===== src/hdl/cache_wb_pkg.sv =====
// cache write-back sizes
// word, block and address widths seen on the cache side
package cache_wb_pkg;

  localparam int num_cache_c   = 4;
  localparam int word_width_c  = 32;
  localparam int block_words_c = 8;
  localparam int addr_width_c  = 32;

  // derived widths
  localparam int cache_idx_width_c = (num_cache_c > 1) ? $clog2(num_cache_c) : 1;
  localparam int word_idx_width_c  = (block_words_c > 1) ? $clog2(block_words_c) : 1;

  typedef logic [cache_idx_width_c-1:0] cache_idx_t;
  typedef logic [word_width_c-1:0]      word_t;
  typedef logic [addr_width_c-1:0]      wb_addr_t;

endpackage


===== src/hdl/small_fifo.sv =====
// small synchronous FIFO
// circular buffer with a typed payload, pops on yumi
`timescale 1ns/1ps

module small_fifo #(
  parameter int  els_p     = 4,
  parameter type payload_t = logic [7:0]
) (
  input  logic     clk_i,
  input  logic     rst_n_i,
  input  logic     v_i,
  input  payload_t data_i,
  output logic     ready_o,
  output logic     v_o,
  output payload_t data_o,
  input  logic     yumi_i
);

  localparam int ptr_width_lp = (els_p > 1) ? $clog2(els_p) : 1;
  localparam int cnt_width_lp = $clog2(els_p + 1);

  payload_t                mem [els_p];
  logic [ptr_width_lp-1:0] wr_ptr_r;
  logic [ptr_width_lp-1:0] rd_ptr_r;
  logic [cnt_width_lp-1:0] count_r;
  logic                    push;

  assign ready_o = (count_r != cnt_width_lp'(els_p));
  assign v_o     = (count_r != '0);
  assign data_o  = mem[rd_ptr_r];
  assign push    = v_i & ready_o;

  always_ff @(posedge clk_i) begin
    if (push) mem[wr_ptr_r] <= data_i;
  end

  always_ff @(posedge clk_i) begin
    if (!rst_n_i) begin
      wr_ptr_r <= '0;
      rd_ptr_r <= '0;
      count_r  <= '0;
    end else begin
      if (push) begin
        wr_ptr_r <= (wr_ptr_r == ptr_width_lp'(els_p - 1)) ? '0 : wr_ptr_r + 1'b1;
      end
      if (yumi_i) begin
        rd_ptr_r <= (rd_ptr_r == ptr_width_lp'(els_p - 1)) ? '0 : rd_ptr_r + 1'b1;
      end
      count_r <= count_r + cnt_width_lp'(push) - cnt_width_lp'(yumi_i);
    end
  end

endmodule


===== src/hdl/cache_wb_buffer.sv =====
// per-cache block buffer
// fills one block, requests the bus once full, then drains to the transmitter
`timescale 1ns/1ps

module cache_wb_buffer import cache_wb_pkg::*; #(
  parameter int block_words_p = block_words_c
) (
  input  logic     clk_i,
  input  logic     rst_n_i,
  input  logic     fill_v_i,
  input  word_t    fill_data_i,
  input  logic     fill_last_i,
  input  wb_addr_t fill_addr_i,
  output logic     fill_ready_o,
  output logic     req_o,
  output wb_addr_t blk_addr_o,
  input  logic     grant_i,
  output word_t    dma_data_o,
  output logic     dma_v_o,
  input  logic     dma_yumi_i
);

  typedef enum logic [1:0] {
    st_fill,
    st_wait,
    st_drain
  } state_e;

  state_e   state_r;
  logic     fifo_ready;
  logic     fifo_v;
  logic     push;
  wb_addr_t blk_addr_r;

  small_fifo #(
    .els_p    (block_words_p),
    .payload_t(word_t)
  ) u_data_fifo (
    .clk_i  (clk_i),
    .rst_n_i(rst_n_i),
    .v_i    (push),
    .data_i (fill_data_i),
    .ready_o(fifo_ready),
    .v_o    (fifo_v),
    .data_o (dma_data_o),
    .yumi_i (dma_yumi_i)
  );

  assign fill_ready_o = (state_r == st_fill) & fifo_ready;
  assign push         = fill_v_i & fill_ready_o;
  assign req_o        = (state_r == st_wait);
  assign dma_v_o      = (state_r == st_drain) & fifo_v;
  assign blk_addr_o   = blk_addr_r;

  always_ff @(posedge clk_i) begin
    if (!rst_n_i) begin
      state_r <= st_fill;
    end else begin
      case (state_r)
        st_fill:  if (push && fill_last_i) state_r <= st_wait;
        st_wait:  if (grant_i) state_r <= st_drain;
        st_drain: if (!fifo_v) state_r <= st_fill; // block fully sent
        default:  state_r <= st_fill;
      endcase
    end
  end

  always_ff @(posedge clk_i) begin
    if (push && fill_last_i) blk_addr_r <= fill_addr_i;
  end

endmodule


===== config.mk =====
export PLATFORM = sky130hd
export DESIGN_NAME = cache_wb_buffer
export DESIGN_NICKNAME = d
export VERILOG_FILES = /design/src/hdl/cache_wb_pkg.sv /design/src/hdl/small_fifo.sv /design/src/hdl/cache_wb_buffer.sv
export SDC_FILE = /design/constraint.sdc
export NUM_CORES = 1
export LEC_CHECK = 0
export BUFFER_PORTS_ARGS = -buffer_cell sky130_fd_sc_hd__buf_2
export CAP_MARGIN = 20
export CORE_MARGIN = 10
export CORE_UTILIZATION = 30
export CTS_CLUSTER_SIZE = 14
export DETAILED_ROUTE_END_ITERATION = 8
export GPL_ROUTABILITY_DRIVEN = 0
export PLACE_DENSITY_LB_ADDON = 0.25
export SYNTH_ARGS = -nofsm -noshare
export SYNTH_HDL_FRONTEND = slang
export SYNTH_SLANG_ARGS = --single-unit

===== constraint.sdc =====
create_clock -name clk_i -period 4.15 [get_ports clk_i]
set_clock_uncertainty 0.1 [all_clocks]
set_input_delay 0.2075 -clock clk_i [delete_from_list [all_inputs] [get_ports clk_i]]
set_output_delay 0.2075 -clock clk_i [all_outputs]
set_load 0.01 [all_outputs]

==> qor.yml <==
status: "complete, no violations"
min-delay-start: "fill_last_i"
hold_buffers: 68
fin_total_pwr_mw: 7.31
core_um2: 37800
max_freq_mhz: 325
setup_viol: 0
drtIter0Drc: 295
die_x_um: 216
p_seq_frac: 0.497
antenna_found_initial: 3
synth_edf_count: 288
synth_seq_area_share: 0.777
avgSynthCellArea_um2: 23.7
cts_setup_buffers: 0
power_density_nw_per_um2: 501
intPower_mw: 5.65
die-height_um: 216
numCtsBuffers: 34
drive_gt1_frac: 0.357
power_frac_clock: 0.391
cts_root_buffer: "clkbuf_16"
r2r-start: "u_data_fifo.count_r[2]$_SDFF_PN0_"
final_period_minus_worst_setup_slack_ns: 3.07
via_per_inst: 4.54
grt-ovfl-total: 0
switching_share: 0.227
ir_drop_uv: 292
holdWs_ns: 0.302
antenna_cells: 0
cts_tree: "yes"
drc: 0
syn_inst: 487
critPathArrivalTime_ns: 2.77
wl_um: 25300
port_buffers: 136
drt-wirelength-per-cell_um: 20.2
grt_pass1_vias: 6464
crit_type: "reg2out"
clk_latency_ns: 0.50
syn_nets: 568
reg2reg_to: "u_data_fifo.mem[2][14]$_DFFE_PP_"
dpl.hpwl_um: 14700
final_cell_mix: "288 x edfxtp_1, 136 x buf_2, 68 x dlygate4sd3_1, 40 x mux4_1, 34 x clkbuf_16"
dr_wl_met3_um: 2000
final.setup.tns_ns: 0
ys.flop_type: "edfxtp_1"
rows: 71
wl_met1_um: 10300
async_flop_share: 0
clk_pin_slew_ns: 0.06
max-cap-violations: 0
synth_top_cell_by_area: "edfxtp_1"
finalMaxSlewViolations: 0
io_pins: 137
max-slew-margin-rel: 0.274
clockBufferDepth: 3
dr_wl_met2_um: 12400
hold_end: "blk_addr_o[29]$_DFFE_PP_"
p_leak_nw: 4.97
worstPathRequired_ns: 3.84
final_hold_viol_count: 0
synth_cell_type_count: 31
first_pass_iters: 4
dieArea_um2: 46600
min_path_cells: 3
cts.sinks: 303
synthesis.area_um2: 11500
yosys.area.top_type_share: 0.751
ctsHtreeMaxLevel: 2
grt_first_pass_wirelength_um: 38900
synth-seq-cells: 303
grt_max_degree: 65
path_max_fanout: 36
vias: 5689
cp-end-kind: "output port"
syn2layout_area_growth_pct: 26.6
layout_commonest_cell: "edfxtp_1"
cp-start-kind: "flop"
layout_worst_path_cycle_share: 0.741
hold_path_class: "in2reg"
rsz0062_at_grt: "no"
synth.area.top_cells: "edfxtp_1 75%, mux4_1 9.1%, mux4_2 4.7%, mux2_2 3.1%, dfxtp_1 2.6%"
final_util: 0.386
nets: 799
power_switching_mw: 1.66
dp_slack_ns: 1.41
tightestPinTransition_ns: 1.09
r2r_setup_slack_ns: 1.46
pwr-share-comb: 0.112
antenna_left: 0
top_layer_used: "met5"
yosysWarnings: 0
cts_resized: 0
initial_core_util: 0.305
track_usage: 0.108
fin_ws_ns: 1.08
worstRegToRegCells: 6
==> area by class of cell <==
type                       count  area [um2]
fill                        3374       23200
sequential                   303        8960
multi-input combinational    153        2430
timing repair buffer         214        1450
clock buffer                  41         877
tap                          511         639
clock inverter                19         189
inverter                      12        45.0
==> flip-flops by register name, summed over array words and instances, names as in the netlist, named ones only <==
signal	flops
u_data_fifo.count_r	4
u_data_fifo.wr_ptr_r	3
blk_addr_o	32
u_data_fifo.rd_ptr_r	3
u_data_fifo.mem	256
state_r	2
==> routing by layer <==
metal / vias to the layer above / GRT usage
li1: 2530 / -
met3: 45 / 0.0393
met2: 172 / 0.182
met5: - / 0
met4: 6 / 0.0308
met1: 2936 / 0.127
==> power by group through the flow <==
stage	Clock, mW	Combinational (mW)	Sequential, mW
after detailed placement	0	0.795	3.70
after global routing	3.07	0.914	3.65
final	2.86	0.818	3.63
after floorplan	0	0.465	3.69
after global placement	0	0.765	3.70
after CTS	2.94	0.851	3.64
==> cells by family (layout without fill, tap and decap cells) <==
logic type	count (synthesis)	after routing	share of synthesized area
xor gates and xnor gates	1	1	0.000760
buffers and inverters	31	286	0.0153
AOI/OAI and AO/OA	7	7	0.00434
DFF	303	303	0.777
muxes	101	101	0.174
and+or+nand+nor	33	33	0.0166
adders and majority gates	11	11	0.0126
==> cells in the mapped netlist, types with 3 or more instances <==
cell      count
nor4_1        4
mux2_2       32
and2_1        5
inv_1        11
ha_1         10
dfxtp_1      15
nand2_1       9
mux4_1       40
nor2b_1       4
buf_2         6
mux4_2       24
mux2i_1       5
buf_1         3
clkbuf_1      3
buf_6         7
o21a_1        3
edfxtp_1    288
nor3b_1       3
==> metrics by stage <==
stage                     area (um2)  instances
final                          14600       1253
after global routing           14600       1253
after CTS                      14600       1253
after detailed placement       12800       1125
after global placement         12800       1124
after floorplan                11500        487
==> worst max-delay path, stage by stage, from the launching register on <==
cell and delay (ns):
dfxtp_4 0.79, buf_4 0.42, mux4_1 0.61, mux2_2 0.29, buf_2 0.14
==> worst max path at each step <==
| stage | from | endpoint | slack [ns] | depth (start not counted) |
|---|---|---|---|---|
| final | flop | dma_data_o[24] | 1.08 | 4 |
| after global routing | flop | dma_data_o[24] | 0.90 | 4 |
| after CTS | flop | dma_data_o[24] | 0.95 | 4 |
| after detailed placement | u_data_fifo.count_r[2]$_SDFF_PN0_ | u_data_fifo.mem[6][13]$_DFFE_PP_ | 1.41 | 6 |
| after global placement | u_data_fifo.count_r[2]$_SDFF_PN0_ | u_data_fifo.mem[6][7]$_DFFE_PP_ | 1.45 | 6 |
| after floorplan | u_data_fifo.count_r[2]$_SDFF_PN0_ | u_data_fifo.mem[4][0]$_DFFE_PP_ | -0.38 | 5 |
No activity file was read; power rests on OpenSTA's default activity.
