**src/hdl/cache_wb_pkg.sv**
```systemverilog
// cache write-back sizes
// word, block and address widths seen on the cache side
package cache_wb_pkg;

  localparam int num_cache_c   = 4;
  localparam int word_width_c  = 32;
  localparam int block_words_c = 8;
  localparam int addr_width_c  = 32;

  // derived widths
  localparam int cache_idx_width_c = (num_cache_c > 1) ? $clog2(num_cache_c) : 1;
  localparam int word_idx_width_c  = (block_words_c > 1) ? $clog2(block_words_c) : 1;

  typedef logic [cache_idx_width_c-1:0] cache_idx_t;
  typedef logic [word_width_c-1:0]      word_t;
  typedef logic [addr_width_c-1:0]      wb_addr_t;

endpackage

```
**src/hdl/axi_wr_pkg.sv**
```systemverilog
// AXI write side sizes
// beat width, packing ratio and the fixed burst encoding
package axi_wr_pkg;
  import cache_wb_pkg::*;

  localparam int axi_data_width_c = 64;
  localparam int axi_strb_width_c = axi_data_width_c / 8;
  localparam int pack_ratio_c     = axi_data_width_c / word_width_c; // words per beat
  localparam int burst_len_c      = block_words_c / pack_ratio_c;    // one burst per block

  // fixed AW fields
  localparam logic [7:0] axi_awlen_c      = 8'(burst_len_c - 1);
  localparam logic [2:0] axi_awsize_c     = 3'($clog2(axi_strb_width_c));
  localparam logic [1:0] axi_burst_incr_c = 2'b01;

  typedef logic [axi_data_width_c-1:0] axi_beat_t;
  typedef logic [1:0]                  axi_resp_t;

endpackage

```
**src/hdl/small_fifo.sv**
```systemverilog
// small synchronous FIFO
// circular buffer with a typed payload, pops on yumi
`timescale 1ns/1ps

module small_fifo #(
  parameter int  els_p     = 4,
  parameter type payload_t = logic [7:0]
) (
  input  logic     clk_i,
  input  logic     rst_n_i,
  input  logic     v_i,
  input  payload_t data_i,
  output logic     ready_o,
  output logic     v_o,
  output payload_t data_o,
  input  logic     yumi_i
);

  localparam int ptr_width_lp = (els_p > 1) ? $clog2(els_p) : 1;
  localparam int cnt_width_lp = $clog2(els_p + 1);

  payload_t                mem [els_p];
  logic [ptr_width_lp-1:0] wr_ptr_r;
  logic [ptr_width_lp-1:0] rd_ptr_r;
  logic [cnt_width_lp-1:0] count_r;
  logic                    push;

  assign ready_o = (count_r != cnt_width_lp'(els_p));
  assign v_o     = (count_r != '0);
  assign data_o  = mem[rd_ptr_r];
  assign push    = v_i & ready_o;

  always_ff @(posedge clk_i) begin
    if (push) mem[wr_ptr_r] <= data_i;
  end

  always_ff @(posedge clk_i) begin
    if (!rst_n_i) begin
      wr_ptr_r <= '0;
      rd_ptr_r <= '0;
      count_r  <= '0;
    end else begin
      if (push) begin
        wr_ptr_r <= (wr_ptr_r == ptr_width_lp'(els_p - 1)) ? '0 : wr_ptr_r + 1'b1;
      end
      if (yumi_i) begin
        rd_ptr_r <= (rd_ptr_r == ptr_width_lp'(els_p - 1)) ? '0 : rd_ptr_r + 1'b1;
      end
      count_r <= count_r + cnt_width_lp'(push) - cnt_width_lp'(yumi_i);
    end
  end

endmodule

```
**src/hdl/axi_wr_tx.sv**
```systemverilog
// AXI write transmitter
// one INCR burst per block, packs cache words into beats, watches bresp
`timescale 1ns/1ps

module axi_wr_tx import cache_wb_pkg::*, axi_wr_pkg::*; #(
  parameter int num_cache_p      = num_cache_c,
  parameter int word_width_p     = word_width_c,
  parameter int block_words_p    = block_words_c,
  parameter int axi_data_width_p = axi_data_width_c
) (
  input  logic                        clk_i,
  input  logic                        rst_n_i,
  input  logic                        v_i,
  input  cache_idx_t                  tag_i,
  input  wb_addr_t                    addr_i,
  output logic                        yumi_o,
  input  word_t                       dma_data_i [num_cache_p],
  input  logic [num_cache_p-1:0]      dma_v_i,
  output logic [num_cache_p-1:0]      dma_yumi_o,
  output wb_addr_t                    awaddr_o,
  output logic                        awvalid_o,
  input  logic                        awready_i,
  output logic [axi_data_width_p-1:0] wdata_o,
  output logic                        wvalid_o,
  output logic                        wlast_o,
  input  logic                        wready_i,
  input  logic                        bvalid_i,
  input  axi_resp_t                   bresp_i,
  output logic                        bready_o,
  output logic                        err_o
);

  localparam int pack_ratio_lp     = axi_data_width_p / word_width_p;
  localparam int burst_len_lp      = block_words_p / pack_ratio_lp;
  localparam int pack_cnt_width_lp = $clog2(pack_ratio_lp + 1);
  localparam int word_cnt_width_lp = (block_words_p > 1) ? $clog2(block_words_p) : 1;
  localparam int beat_cnt_width_lp = (burst_len_lp > 1) ? $clog2(burst_len_lp) : 1;

  cache_idx_t                   head_tag;
  logic                         tag_v;
  logic                         tag_pop;
  word_t                        head_word;
  logic                         pop_word;
  logic                         w_fire;
  logic [pack_cnt_width_lp-1:0] pack_cnt_r;
  logic [word_cnt_width_lp-1:0] word_cnt_r;
  logic [beat_cnt_width_lp-1:0] beat_cnt_r;
  logic [axi_data_width_p-1:0]  beat_r;
  logic                         bready_r;
  logic                         err_r;

  // address channel
  assign yumi_o    = v_i & awready_i;
  assign awvalid_o = v_i;
  assign awaddr_o  = addr_i;

  // at most one block per cache in flight, so the tag queue never fills
  small_fifo #(
    .els_p    (num_cache_p),
    .payload_t(cache_idx_t)
  ) u_tag_fifo (
    .clk_i  (clk_i),
    .rst_n_i(rst_n_i),
    .v_i    (yumi_o),
    .data_i (tag_i),
    .ready_o(),
    .v_o    (tag_v),
    .data_o (head_tag),
    .yumi_i (tag_pop)
  );

  assign head_word = dma_data_i[head_tag];
  assign wvalid_o  = (pack_cnt_r == pack_cnt_width_lp'(pack_ratio_lp)); // beat complete
  assign pop_word  = tag_v & dma_v_i[head_tag] & ~wvalid_o;
  assign tag_pop   = pop_word & (word_cnt_r == word_cnt_width_lp'(block_words_p - 1));
  assign w_fire    = wvalid_o & wready_i;
  assign wlast_o   = wvalid_o & (beat_cnt_r == beat_cnt_width_lp'(burst_len_lp - 1));
  assign wdata_o   = beat_r;

  always_comb begin
    dma_yumi_o           = '0;
    dma_yumi_o[head_tag] = pop_word;
  end

  always_ff @(posedge clk_i) begin
    if (!rst_n_i) begin
      pack_cnt_r <= '0;
      word_cnt_r <= '0;
      beat_cnt_r <= '0;
    end else begin
      if (w_fire) begin
        pack_cnt_r <= '0;
      end else if (pop_word) begin
        pack_cnt_r <= pack_cnt_r + 1'b1;
      end
      if (pop_word) begin
        word_cnt_r <= tag_pop ? '0 : word_cnt_r + 1'b1;
      end
      if (w_fire) begin
        beat_cnt_r <= wlast_o ? '0 : beat_cnt_r + 1'b1;
      end
    end
  end

  // first word lands in the low bits
  always_ff @(posedge clk_i) begin
    if (pop_word) beat_r[pack_cnt_r*word_width_p +: word_width_p] <= head_word;
  end

  // response channel, always accepting
  always_ff @(posedge clk_i) begin
    if (!rst_n_i) begin
      bready_r <= 1'b0;
      err_r    <= 1'b0;
    end else begin
      bready_r <= 1'b1;
      if (bvalid_i && bready_r && (bresp_i != 2'b00)) err_r <= 1'b1; // sticky
    end
  end

  assign bready_o = bready_r;
  assign err_o    = err_r;

endmodule

```
**config.mk**
```make
export PLATFORM = sky130hd
export DESIGN_NAME = axi_wr_tx
export DESIGN_NICKNAME = d
export VERILOG_FILES = /design/src/hdl/cache_wb_pkg.sv /design/src/hdl/axi_wr_pkg.sv /design/src/hdl/small_fifo.sv /design/src/hdl/axi_wr_tx.sv
export SDC_FILE = /design/constraint.sdc
export NUM_CORES = 1
export LEC_CHECK = 0
export ABC_CLOCK_PERIOD_IN_PS = 3100
export BUFFER_PORTS_ARGS = -buffer_cell sky130_fd_sc_hd__buf_2
export CAP_MARGIN = 20
export CORE_UTILIZATION = 40
export CTS_CLUSTER_DIAMETER = 120
export CTS_CLUSTER_SIZE = 25
export DETAILED_ROUTE_END_ITERATION = 12
export PLACE_DENSITY = 0.73
export SYNTH_ARGS = -nofsm -noshare
export SYNTH_HDL_FRONTEND = slang
export SYNTH_SLANG_ARGS = --single-unit
```
**constraint.sdc**
```tcl
create_clock -name clk_i -period 3.1 [get_ports clk_i]
set_input_delay 0.62 -clock clk_i [delete_from_list [all_inputs] [get_ports clk_i]]
set_output_delay 0.62 -clock clk_i [all_outputs]
set_load 0.1 [all_outputs]
```
==> qor.yml <==
synth_area_sq_um: 4800
synth_warnings: 0
core_area_sq_um: 11600
layout_setup_ws_ns: 0.157
syn_nets: 523
tightest_slew_ns: 0.519
antenna_found_initial: 0
synthArstFlopShare_pct: 0
drtIter0Drc: 170
hold_viol_final: 0
cts_resized: 0
slowest_stage: "mux4_2"
crit_required_ns: 3.33
grt_pass1_wl_mm: 17.9
grt_pass1_vias: 3583
die_area_sq_um: 12400
ant_nets: 0
final_util_pct: 53.8
critPathKind: "reg -> reg"
total_power_mw: 3.55
ir_drop_mv: 0.285
cts_tree: "yes"
cts_buffer_depth: 2
setup_violations: 0
post_cts_buffers: 0
finalSetupTns_ns: 0
drt_first_pass_iters: 8
vias: 3379
layout-drive-gt1-share_pct: 53.7
status: "finished, violations left"
period_minus_slack_ns: 2.94
std_cell_rows: 39
leakagePower_nw: 2.57
diodes: 0
clkLatencyLatePin_ns: 0.33
cp_max_fo: 4
multiInputGateArea_sq_um: 1900
cts_buffers: 9
crit_arrival_ns: 3.18
hp-start: "err_o$_SDFFE_PN0P_"
holdBufCountCts: 0
ys_top_cells_by_area: "edfxtp_1 45%, mux4_2 15%, dfxtp_1 7.5%"
r2r_cells: 11
route.detailed.drc: 20
slew-limit-headroom_pct: 65.4
die_w_um: 112
synth_top_area_cell: "edfxtp_1"
wl_per_cell_um: 17.4
min_path_cells: 1
htreeDepth: 3
violations: "design-rule violations"
clock_sinks: 90
synth_edf_count: 72
vias_per_cell: 5.04
ff2ff_setup_slack_ns: 0.16
grt_max_degree: 33
place_ws_ns: 0.123
yosysUniqueCellTypes: 35
rr_endpoint: "u_tag_fifo.count_r[2]$_SDFF_PN0_"
synth_flop_cell: "edfxtp_1"
syn_to_final_growth_pct: 29.7
worst_setup_path_start_kind: "flip-flop"
max-cap-violations: 0
overflow: 0
fill_cells: 940
rsz0062_at_grt: "false"
place_congestion: 0.782
path_cells: "mux4_2 -> mux2i_4 -> o22ai_2 -> ha_1 -> inv_1 -> ha_1 -> inv_1 -> fa_1 -> xnor2_1 -> xnor2_1 -> and2_1"
end_kind: "flip-flop"
max_stage_delay_ns: 0.62
synth_cells: 334
port_buffers: 215
avgSynthCellArea_sq_um: 14.4
min_to: "err_o$_SDFFE_PN0P_"
final_max_slew_viol_count: 0
fmax_ghz: 0.340
cts_root_buf: "clkbuf_16"
ios: 280
grt_usage_pct: 19.0
clkTransAtPathRegs_ns: 0.07
initial_core_util_pct: 41.5
dp_hpwl_mm: 9.11
die_h_um: 112
hold_class: "reg -> reg"
wl_mm: 11.6
seq_area_sq_um: 2520
final_nets: 712
holdWs_ns: 0.465
fin_crit_sh_pct: 94.9
ys_ff_latch: 90
skew_ns: 0.00679
post-synth-top-area-fraction_pct: 45.0
yosysSeqAreaShare_pct: 52.6
power_density_nw_per_um2: 570
[layer usage]
layer  track usage [%]  wire (um)
met5                 0          0
met4              8.92        364
met3              4.90        939
met2              36.8       6480
met1              18.8       3870
[per-stage QoR]
stage	cells	instance area (sq um)
finish	670	6220
global route	670	6220
CTS	669	6220
detailed placement	654	5880
global placement	654	5880
floorplan	334	4800
[critical path, delay by kind of cell, from the launching register on]
family / cells / cell delay (ns)
flops: 1 / 0.39
simple gates: 1 / 0.15
mux: 2 / 0.86
buf+inv: 2 / 0.10
xor+xnor: 2 / 0.29
fa+ha+maj: 3 / 0.78
compound gates: 1 / 0.26
[placed cells by master (no fill, tap or decap), types with 6 or more instances in the layout]
cell	netlist	layout
buf_4	34	10
buf_12	1	6
mux2i_1	11	11
nor2b_1	36	36
ha_1	14	13
buf_2	3	211
nor2_1	6	6
nand2_1	12	12
inv_1	8	8
clkbuf_16	0	9
mux4_2	32	32
and2_1	42	40
nand3_1	6	6
dfxtp_1	18	18
edfxtp_1	72	72
[registers in the layout, indices dropped and copies added (netlist names), named ones only]
name,flops
wdata_o,64
u_tag_fifo.mem,8
u_tag_fifo.count_r,3
word_cnt_r,3
beat_cnt_r,2
pack_cnt_r,2
u_tag_fifo.rd_ptr_r,2
u_tag_fifo.wr_ptr_r,2
bready_o,1
err_o,1
[worst max-delay path by stage]
stage	endpoint	cells past startpoint
floorplan	dma_yumi_o[2]	5
global placement	u_tag_fifo.count_r[2]$_SDFF_PN0_	11
detailed placement	u_tag_fifo.count_r[2]$_SDFF_PN0_	11
CTS	u_tag_fifo.count_r[2]$_SDFF_PN0_	11
global route	u_tag_fifo.count_r[2]$_SDFF_PN0_	11
finish	u_tag_fifo.count_r[2]$_SDFF_PN0_	11
[logic make-up after synthesis]
logic type               Yosys count  share of synthesized area (%)
AND/OR/NAND/NOR                  115                           14.0
flip-flops                        90                           52.6
buffers and inverters             57                           8.00
multiplexers                      48                           19.6
adder cells (fa/ha/maj)           15                           4.07
AO/OA/AOI/OAI                      7                           1.46
XOR/XNOR                           2                          0.365
[Yosys cell counts, types with 2 or more instances]
cell      number
edfxtp_1      72
and2_1        42
nor2b_1       36
buf_4         34
mux4_2        32
dfxtp_1       18
ha_1          14
nand2_1       12
mux2i_1       11
clkbuf_1       8
inv_1          8
nand3_1        6
nor2_1         6
buf_2          3
buf_6          3
nand3b_1       3
nor3_1         3
and3_1         2
mux2i_4        2
mux4_1         2
or3_1          2
xnor2_1        2
[power breakdown]
group / internal, mW / total (mW) / switching [mW]
Sequential: 1.40 / 1.42 / 0.0253
Clock: 0.786 / 1.24 / 0.456
Combinational: 0.287 / 0.879 / 0.592
Total: 2.47 / 3.55 / 1.07
[area by class of cell]
class	count	share of cell area (%)
multi-input combinational	187	30.6
timing repair buffer	227	20.1
sequential	90	40.5
clock buffer	9	3.62
clock inverter	6	1.83
inverter	8	0.482
tap	143	2.87
No activity file was read; power rests on OpenSTA's default activity.
