--- src/hdl/cache_wb_pkg.sv ---
// cache write-back sizes
// word, block and address widths seen on the cache side
package cache_wb_pkg;

  localparam int num_cache_c   = 4;
  localparam int word_width_c  = 32;
  localparam int block_words_c = 8;
  localparam int addr_width_c  = 32;

  // derived widths
  localparam int cache_idx_width_c = (num_cache_c > 1) ? $clog2(num_cache_c) : 1;
  localparam int word_idx_width_c  = (block_words_c > 1) ? $clog2(block_words_c) : 1;

  typedef logic [cache_idx_width_c-1:0] cache_idx_t;
  typedef logic [word_width_c-1:0]      word_t;
  typedef logic [addr_width_c-1:0]      wb_addr_t;

endpackage

--- src/hdl/wb_steer.sv ---
// write-back steering
// routes the shared word stream to the buffer of the tagged cache
`timescale 1ns/1ps

module wb_steer import cache_wb_pkg::*; #(
  parameter int num_cache_p   = num_cache_c,
  parameter int block_words_p = block_words_c
) (
  input  logic                   clk_i,
  input  logic                   rst_n_i,
  input  logic                   wb_v_i,
  input  cache_idx_t             wb_cache_i,
  input  wb_addr_t               wb_addr_i,
  input  word_t                  wb_data_i,
  output logic                   wb_ready_o,
  output logic [num_cache_p-1:0] fill_v_o,
  output word_t                  fill_data_o,
  output logic                   fill_last_o,
  output wb_addr_t               fill_addr_o,
  input  logic [num_cache_p-1:0] fill_ready_i
);

  localparam int cnt_width_lp = (block_words_p > 1) ? $clog2(block_words_p) : 1;

  logic [cnt_width_lp-1:0] word_cnt_r;
  wb_addr_t                addr_r;
  logic                    accept;

  always_comb begin
    fill_v_o             = '0;
    fill_v_o[wb_cache_i] = wb_v_i;
  end

  assign wb_ready_o  = fill_ready_i[wb_cache_i];
  assign accept      = wb_v_i & wb_ready_o;
  assign fill_data_o = wb_data_i;
  assign fill_last_o = (word_cnt_r == cnt_width_lp'(block_words_p - 1));
  assign fill_addr_o = (word_cnt_r == '0) ? wb_addr_i : addr_r; // single word blocks too

  always_ff @(posedge clk_i) begin
    if (!rst_n_i) begin
      word_cnt_r <= '0;
    end else if (accept) begin
      word_cnt_r <= fill_last_o ? '0 : word_cnt_r + 1'b1;
    end
  end

  // block address rides on the first word
  always_ff @(posedge clk_i) begin
    if (accept && (word_cnt_r == '0)) addr_r <= wb_addr_i;
  end

endmodule

--- config.mk ---
export PLATFORM = sky130hd
export DESIGN_NAME = wb_steer
export DESIGN_NICKNAME = d
export VERILOG_FILES = /design/src/hdl/cache_wb_pkg.sv /design/src/hdl/wb_steer.sv
export SDC_FILE = /design/constraint.sdc
export NUM_CORES = 1
export LEC_CHECK = 0
export ABC_AREA = 0
export BUFFER_PORTS_ARGS = -buffer_cell sky130_fd_sc_hd__buf_2
export CAP_MARGIN = 40
export CORE_MARGIN = 10
export CORE_UTILIZATION = 43
export CTS_CLUSTER_DIAMETER = 40
export DETAILED_ROUTE_END_ITERATION = 10
export PLACE_DENSITY = 0.95
export SYNTH_ARGS = -nofsm -noshare
export SYNTH_HDL_FRONTEND = slang
export SYNTH_SLANG_ARGS = --single-unit
--- constraint.sdc ---
create_clock -name clk_i -period 7.7 [get_ports clk_i]
set_clock_uncertainty 0.05 [all_clocks]
set_input_delay 0.385 -clock clk_i [delete_from_list [all_inputs] [get_ports clk_i]]
set_output_delay 0.385 -clock clk_i [all_outputs]
set_load 0.005 [all_outputs]
==> results of run 1 <==
-- cell type report --
cell class / instances / area, um^2
flip-flops and latches: 35 / 1021
clock buffers: 6 / 72.57
inverters: 3 / 11.26
repair buffers: 79 / 397.9
clock inverters: 2 / 7.507
fillers: 347 / 1936
multi-input cells: 57 / 549.3
well taps: 50 / 62.56
-- placed cells by master (no fill, tap or decap), drive strengths merged --
master / instances
ha: 3
dfxtp: 3
nand2: 7
edfxtp: 32
clkbuf: 6
nor2b: 2
mux2: 32
inv: 3
nand2b: 1
mux2i: 6
clkinv: 2
buf: 79
nor2: 5
o22a: 1
-- synthesized netlist by cell type, drive strengths merged --
library cell | instances | area share
dfxtp | 3 | 0.033
nor2b | 2 | 0.0068
o22a | 1 | 0.0095
nor2 | 5 | 0.010
nand2b | 1 | 0.0034
mux2 | 32 | 0.20
nand2 | 7 | 0.014
inv | 3 | 0.0061
edfxtp | 32 | 0.52
mux2i | 6 | 0.033
ha | 3 | 0.020
buf | 36 | 0.15
-- kinds of logic (layout without fill, tap and decap cells) --
kind of cell | Yosys count | count (layout) | share of synthesized area
buf+inv | 39 | 90 | 0.1517
fa+ha+maj | 3 | 3 | 0.02041
flops | 35 | 35 | 0.5551
simple gates | 15 | 15 | 0.03470
compound gates | 1 | 1 | 0.009526
mux | 38 | 38 | 0.2286
-- registers in the layout, indices dropped and copies added, names as in the netlist --
register / flops
addr_r: 32
word_cnt_r: 3
-- power groups by stage --
stage	Combinational [W]	Sequential, W	Clock [W]
3_5_place_dp	0.0000835	0.000229	0
2_1_floorplan	0.0000586	0.000228	0
4_1_cts	0.0000840	0.000225	0.000124
6_report	0.0000812	0.000225	0.000119
5_1_grt	0.0000915	0.000227	0.000130
3_3_place_gp	0.0000815	0.000229	0
-- worst max-delay path by stage --
stage	startpoint	to	slack (ps)	cells after the start
final	word_cnt_r[0]	addr_r[7]	4910	5
after detailed placement	word_cnt_r[0]	addr_r[18]	4850	5
after global placement	word_cnt_r[0]	addr_r[30]	4990	5
after floorplan	word_cnt_r[0]	addr_r[0]	4830	6
after global routing	word_cnt_r[0]	addr_r[7]	4610	5
after CTS	word_cnt_r[0]	addr_r[9]	4840	5
-- per-stage QoR --
stage	power [W]	setup slack, ps	instance area [um^2]
2_1_floorplan	0.0002869	4826	1839
3_3_place_gp	0.0003101	4994	2042
3_5_place_dp	0.0003127	4850	2042
4_1_cts	0.0004330	4837	2122
5_1_grt	0.0004478	4608	2122
6_report	0.0004248	4915	2122
-- routing by layer --
metal / routed length, um / vias to the layer above / GRT usage
met4: 14 / 0 / 0.02994
met1: 1412 / 512 / 0.1030
met2: 1905 / 54 / 0.1737
met3: 462 / 2 / 0.06310
li1: - / 529 / -
met5: 0 / - / 0
-- critical path, delay by kind of cell, from the launching register on --
| family | cells | cell delay (ps) |
|---|---|---|
| flops | 1 | 340 |
| simple gates | 2 | 1480 |
| buf+inv | 2 | 450 |
| fa+ha+maj | 1 | 140 |
==> flow_summary.ini, run 1 <==
[yosys]
syn_inst = 131
synth_seq_area_share = 0.5551
synth_warnings = 0
synth_seq_cells = 35
synth.cell_area_um2 = 1839
syn_nets = 207
netlist-cell-type-count = 14
post_synth.cell_area_avg_um2 = 14.04

[clock_tree]
cts.sink_count = 35
clock_tree.htree_level_count = 2
cts_resized = 0
tritoncts = built
cts_post_setup_buffers_inserted = 0
clk-insertion-delay-late_ps = 270
cts_buffers = 5
cts_root_buf = sky130_fd_sc_hd__clkbuf_8
cts_buffer_depth = 2
path_clk_slew_ps = 60
number_of_hold_repair_buffers_added_at_the_cts_stage = 0

[power_and_ir_drop]
switching_power_w = 0.00009914
internal-power_w = 0.0003257
switching_share = 0.2334
power.leakage_nw = 0.9297
sequential_share_of_power = 0.530
vdd_drop_max_mv = 0.1038
share_comb_of_total_power = 0.191
power_frac_clock = 0.279
pwr_density_cell_nw_per_um2 = 200.2

[setup_path]
worst_path_largest_cell_delay_ps = 760
timing.critical_path.arrival_ps = 2700
worst_setup_sp_type = flop
regToRegSetupSlack_ps = 4910
critical_path_peak_fanout = 33
reg2reg_to = addr_r[7]
cp-end-kind = flop
worst_path_max_delay_cell = sky130_fd_sc_hd__nor2b_2
setup_crit_path_kind = reg2reg
crit_chain = inv_1 -> ha_1 -> nor2b_4 -> nor2b_2 -> buf_4
worst-endpoint-required_ps = 7610
worstReg2RegStart = word_cnt_r[0]
rr_worst_depth = 5

[job]
max_cap_violations = 0

[timing]
final.setup.tns_ps = 0
grt_setup_unrepaired = false
period_share = 0.3617
fin_crit_ps = 2785
achievable-frequency_mhz = 359.0
tightestPinTransition_ps = 878.7
hold_viol = 0
setup_viol = 0
timing.max_slew.rel_slack = 0.4130
final_max_slew_viol_count = 0
hold_slack_ps = 247.2

[detailed_routing]
drt.antenna.violating_nets = 0
drt_iter0_markers = 53
firstDrtPassIters = 4
drc = 0
detail_route.vias_per_cell = 4.728
routed-via-count = 1097
routed_wirelength_um = 3794
avgRoutedWirePerCell_um = 16.35

[run_status]
run_status = finished, final reports clean

[final_layout]
final_nets = 257
finish.utilization = 0.5230
instances_no_fill = 232
fraction_of_layout_cells_with_a_size_suffix_above_1 = 0.4945
n_antenna_cell = 0
area.growth.synth_to_final_pct = 15.37

[global_route]
grt-ovfl-total = 0
grt_pass1_vias = 1234
first_pass_grt_wire_length_um = 6175
grt_use_total = 0.1027
grt_max_degree = 34
antenna_violations_before_repair = 0

[placed_design]
placed_instance_count = 224
port-buffer-count = 78
gp_routability_congestion = 0.6489
dpl.hpwl_um = 3017

[die]
die_x_um = 85.40
die_height_um = 85.40
die_area_um2 = 7293
starting_density = 0.4533
design.portCount = 143
core_area_um2 = 4058
core.rowCount = 23

[worst_hold_path]
worst_hold_path.num_cells = 1
hold_path_end = addr_r[31]
hold_crit_path_type = in2reg
hp-start = wb_addr_i[31]
Note: power is estimated with default switching activity, not from simulation.
==> inputs of run 2 (changes only) <==
Settings changed: ABC_AREA 0 to 1, CORE_UTILIZATION 43 to 36, PLACE_DENSITY 0.95 to 0.88.
Clock period 7.7 ns to 2.5 ns, I/O delays scaled along.
==> run 2 against run 1 <==
- highest routed layer unchanged
- design area is 18% higher
- flip-flop and latch count is the same
- hold slack worse by 210 ps
- critical path type is now reg2out
==> flow_summary.ini, run 2 <==
[run_status]
run_status = finished, final reports clean

[timing]
timing.max_slew.rel_slack = 0.7649
final_max_slew_viol_count = 0
period_share = 0.8133
grt_setup_unrepaired = false
final.setup.tns_ps = 0
achievable-frequency_mhz = 491.8
hold_viol = 0
tightestPinTransition_ps = 352.6
setup_viol = 0
fin_crit_ps = 2033
worst_slack_ps = 466.8

[detailed_routing]
routed_wirelength_um = 4552
routed-via-count = 1288
detail_route.vias_per_cell = 4.366
avgRoutedWirePerCell_um = 15.43
drt_iter0_markers = 40
drt.antenna.violating_nets = 0
drc = 0
firstDrtPassIters = 4

[job]
max_cap_violations = 0

[setup_path]
worst_path_max_delay_cell = sky130_fd_sc_hd__mux2_2
critical_path.n_buffers_inverters = 3
crit_chain = inv_1 -> ha_1 -> nand2_2 -> buf_4 -> mux2_2 -> buf_2
cp-end-kind = output port
reg2reg_to = addr_r[21]
worst-endpoint-required_ps = 2330
setup_crit_path_kind = reg2out
rr_worst_depth = 5
worstReg2RegStart = word_cnt_r[0]
worst_path_largest_cell_delay_ps = 370
regToRegSetupSlack_ps = 800
timing.critical_path.arrival_ps = 1860
cp_top_family = buffers and inverters
crit_cells = 6
critical_path_peak_fanout = 13
worst_setup_sp_type = flop

[yosys]
synth_seq_area_share = 0.5514
yosys-top-cells-count = sky130_fd_sc_hd__buf_4 (32), sky130_fd_sc_hd__edfxtp_1 (32), sky130_fd_sc_hd__mux2_2 (32), sky130_fd_sc_hd__nand2_1 (12), sky130_fd_sc_hd__nor2_1 (6)
post_synth.cell_area_avg_um2 = 13.23
postSynth.topFlopCell = sky130_fd_sc_hd__edfxtp_1
syn_nets = 216
synth_seq_cells = 35
synth-edff-count = 32
syn_inst = 140
ys_top_cells_by_area = sky130_fd_sc_hd__edfxtp_1 (52%), sky130_fd_sc_hd__mux2_2 (19%), sky130_fd_sc_hd__buf_4 (13%), sky130_fd_sc_hd__dfxtp_1 (3.2%), sky130_fd_sc_hd__nand2_1 (2.4%)
synth.cell_area_um2 = 1852
netlist-cell-type-count = 14
synth_warnings = 0
synth_top_area_share = 0.5189
ys_async_sr_fraction = 0
synth_area_leader_cell = sky130_fd_sc_hd__edfxtp_1

[clock_tree]
cts_resized = 0
cts_buffers = 5
path_clk_slew_ps = 60
tritoncts = built
cts_root_buf = sky130_fd_sc_hd__clkbuf_8
cts.sink_count = 35
clock_tree.htree_level_count = 2
cts_buffer_depth = 2
clk-insertion-delay-late_ps = 280
cts_post_setup_buffers_inserted = 0

[worst_hold_path]
hold_path_end = word_cnt_r[0]
worst_hold_path.num_cells = 3
hold_crit_path_type = in2reg
hp-start = rst_n_i

[placed_design]
port-buffer-count = 78
place_worst_setup_slack_ps = 769.9
dpl.hpwl_um = 3174
gp_routability_congestion = 0.6983

[die]
die_x_um = 91.72
core_area_um2 = 5042
design.portCount = 143
die_height_um = 91.72
starting_density = 0.3672
core.rowCount = 26
die_area_um2 = 8413

[final_layout]
layout.cells.most_common = sky130_fd_sc_hd__buf_2
multi_input_area_um2 = 541.8
largest_register_ffs = 32
fill_cells = 446
final_nets = 301
largest_register = addr_r
largestRegisters = addr_r (32), word_cnt_r (3)
area.growth.synth_to_final_pct = 35.47
fraction_of_layout_cells_with_a_size_suffix_above_1 = 0.5733
n_antenna_cell = 0
final-seq-area_um2 = 1021
final_cell_mix = sky130_fd_sc_hd__buf_2 (78), sky130_fd_sc_hd__mux2_2 (32), sky130_fd_sc_hd__edfxtp_1 (32), sky130_fd_sc_hd__dlygate4sd3_1 (32), sky130_fd_sc_hd__nand2_1 (12)

[global_route]
grt-ovfl-total = 0
grt_use_total = 0.1046
grt_max_degree = 28
grt_pass1_vias = 1419
antenna_violations_before_repair = 0
first_pass_grt_wire_length_um = 7024

[power_and_ir_drop]
power.leakage_nw = 1.086
vdd_drop_max_mv = 0.2685
pwr_density_cell_nw_per_um2 = 605.8
==> run 2: worst register-to-register path: cells and delay by family, from the launching register on <==
family	cells	cell delay, ps
flops	1	320
simple gates	2	360
buf+inv	2	460
fa+ha+maj	1	160
==> run 2: cells by family after synthesis <==
logic type	after synthesis	synth area share
adder cells (fa/ha/maj)	3	0.02027
buffers and inverters	41	0.1601
multiplexers	32	0.1946
flip-flops	35	0.5514
AND/OR/NAND/NOR	29	0.07364
==> run 2: worst max-delay path by stage <==
stage	to	slack, ps	startpoint
2_1_floorplan	addr_r[0]	390	word_cnt_r[0]
4_1_cts	fill_addr_o[7]	440	word_cnt_r[0]
6_report	fill_addr_o[16]	470	word_cnt_r[0]
5_1_grt	fill_addr_o[7]	350	word_cnt_r[0]
3_3_place_gp	fill_addr_o[19]	800	word_cnt_r[0]
3_5_place_dp	fill_addr_o[7]	770	word_cnt_r[0]
==> run 2: area by class of cell <==
type,instances,area share
well taps,70,0.03491
clock inverters,1,0.01197
clock buffers,6,0.02893
repair buffers,113,0.2923
flip-flops and latches,35,0.4070
inverters,6,0.008978
multi-input cells,64,0.2160
==> run 2: repair_timing <==
action | in CTS | in global routing
endpoints found under the hold margin | 32 | 0
setup endpoints to repair | 0 | 0
hold buffers | 32 | 0
==> run 2: where the power goes <==
| group | internal (W) | switching [W] |
|---|---|---|
| Clock | 0.000292 | 0.000191 |
| Combinational | 0.000201 | 0.000152 |
| Sequential | 0.000675 | 0.00000834 |
==> run 2: per-stage QoR <==
stage / hold WS (ps) / power (W) / instances / util / cell area (um^2)
2_1_floorplan: 173.9 / 0.0009232 / 140 / - / 1854
3_3_place_gp: 200.0 / 0.001006 / 256 / 0.4136 / 2086
3_5_place_dp: 200.0 / 0.001014 / 256 / 0.4136 / 2086
4_1_cts: 25.29 / 0.001543 / 295 / 0.4975 / 2509
5_1_grt: 59.78 / 0.001590 / 295 / 0.4975 / 2509
6_report: 36.81 / 0.001520 / 295 / 0.4975 / 2509
==> run 2: layer usage <==
metal | share of wire | vias to the layer above | global-route usage | routed length (um)
li1 | - | 626 | - | -
met1 | 0.35 | 603 | 0.08856 | 1589
met2 | 0.55 | 49 | 0.1991 | 2494
met3 | 0.088 | 10 | 0.05216 | 401
met4 | 0.014 | 0 | 0.04756 | 66
met5 | 0 | - | 0 | 0
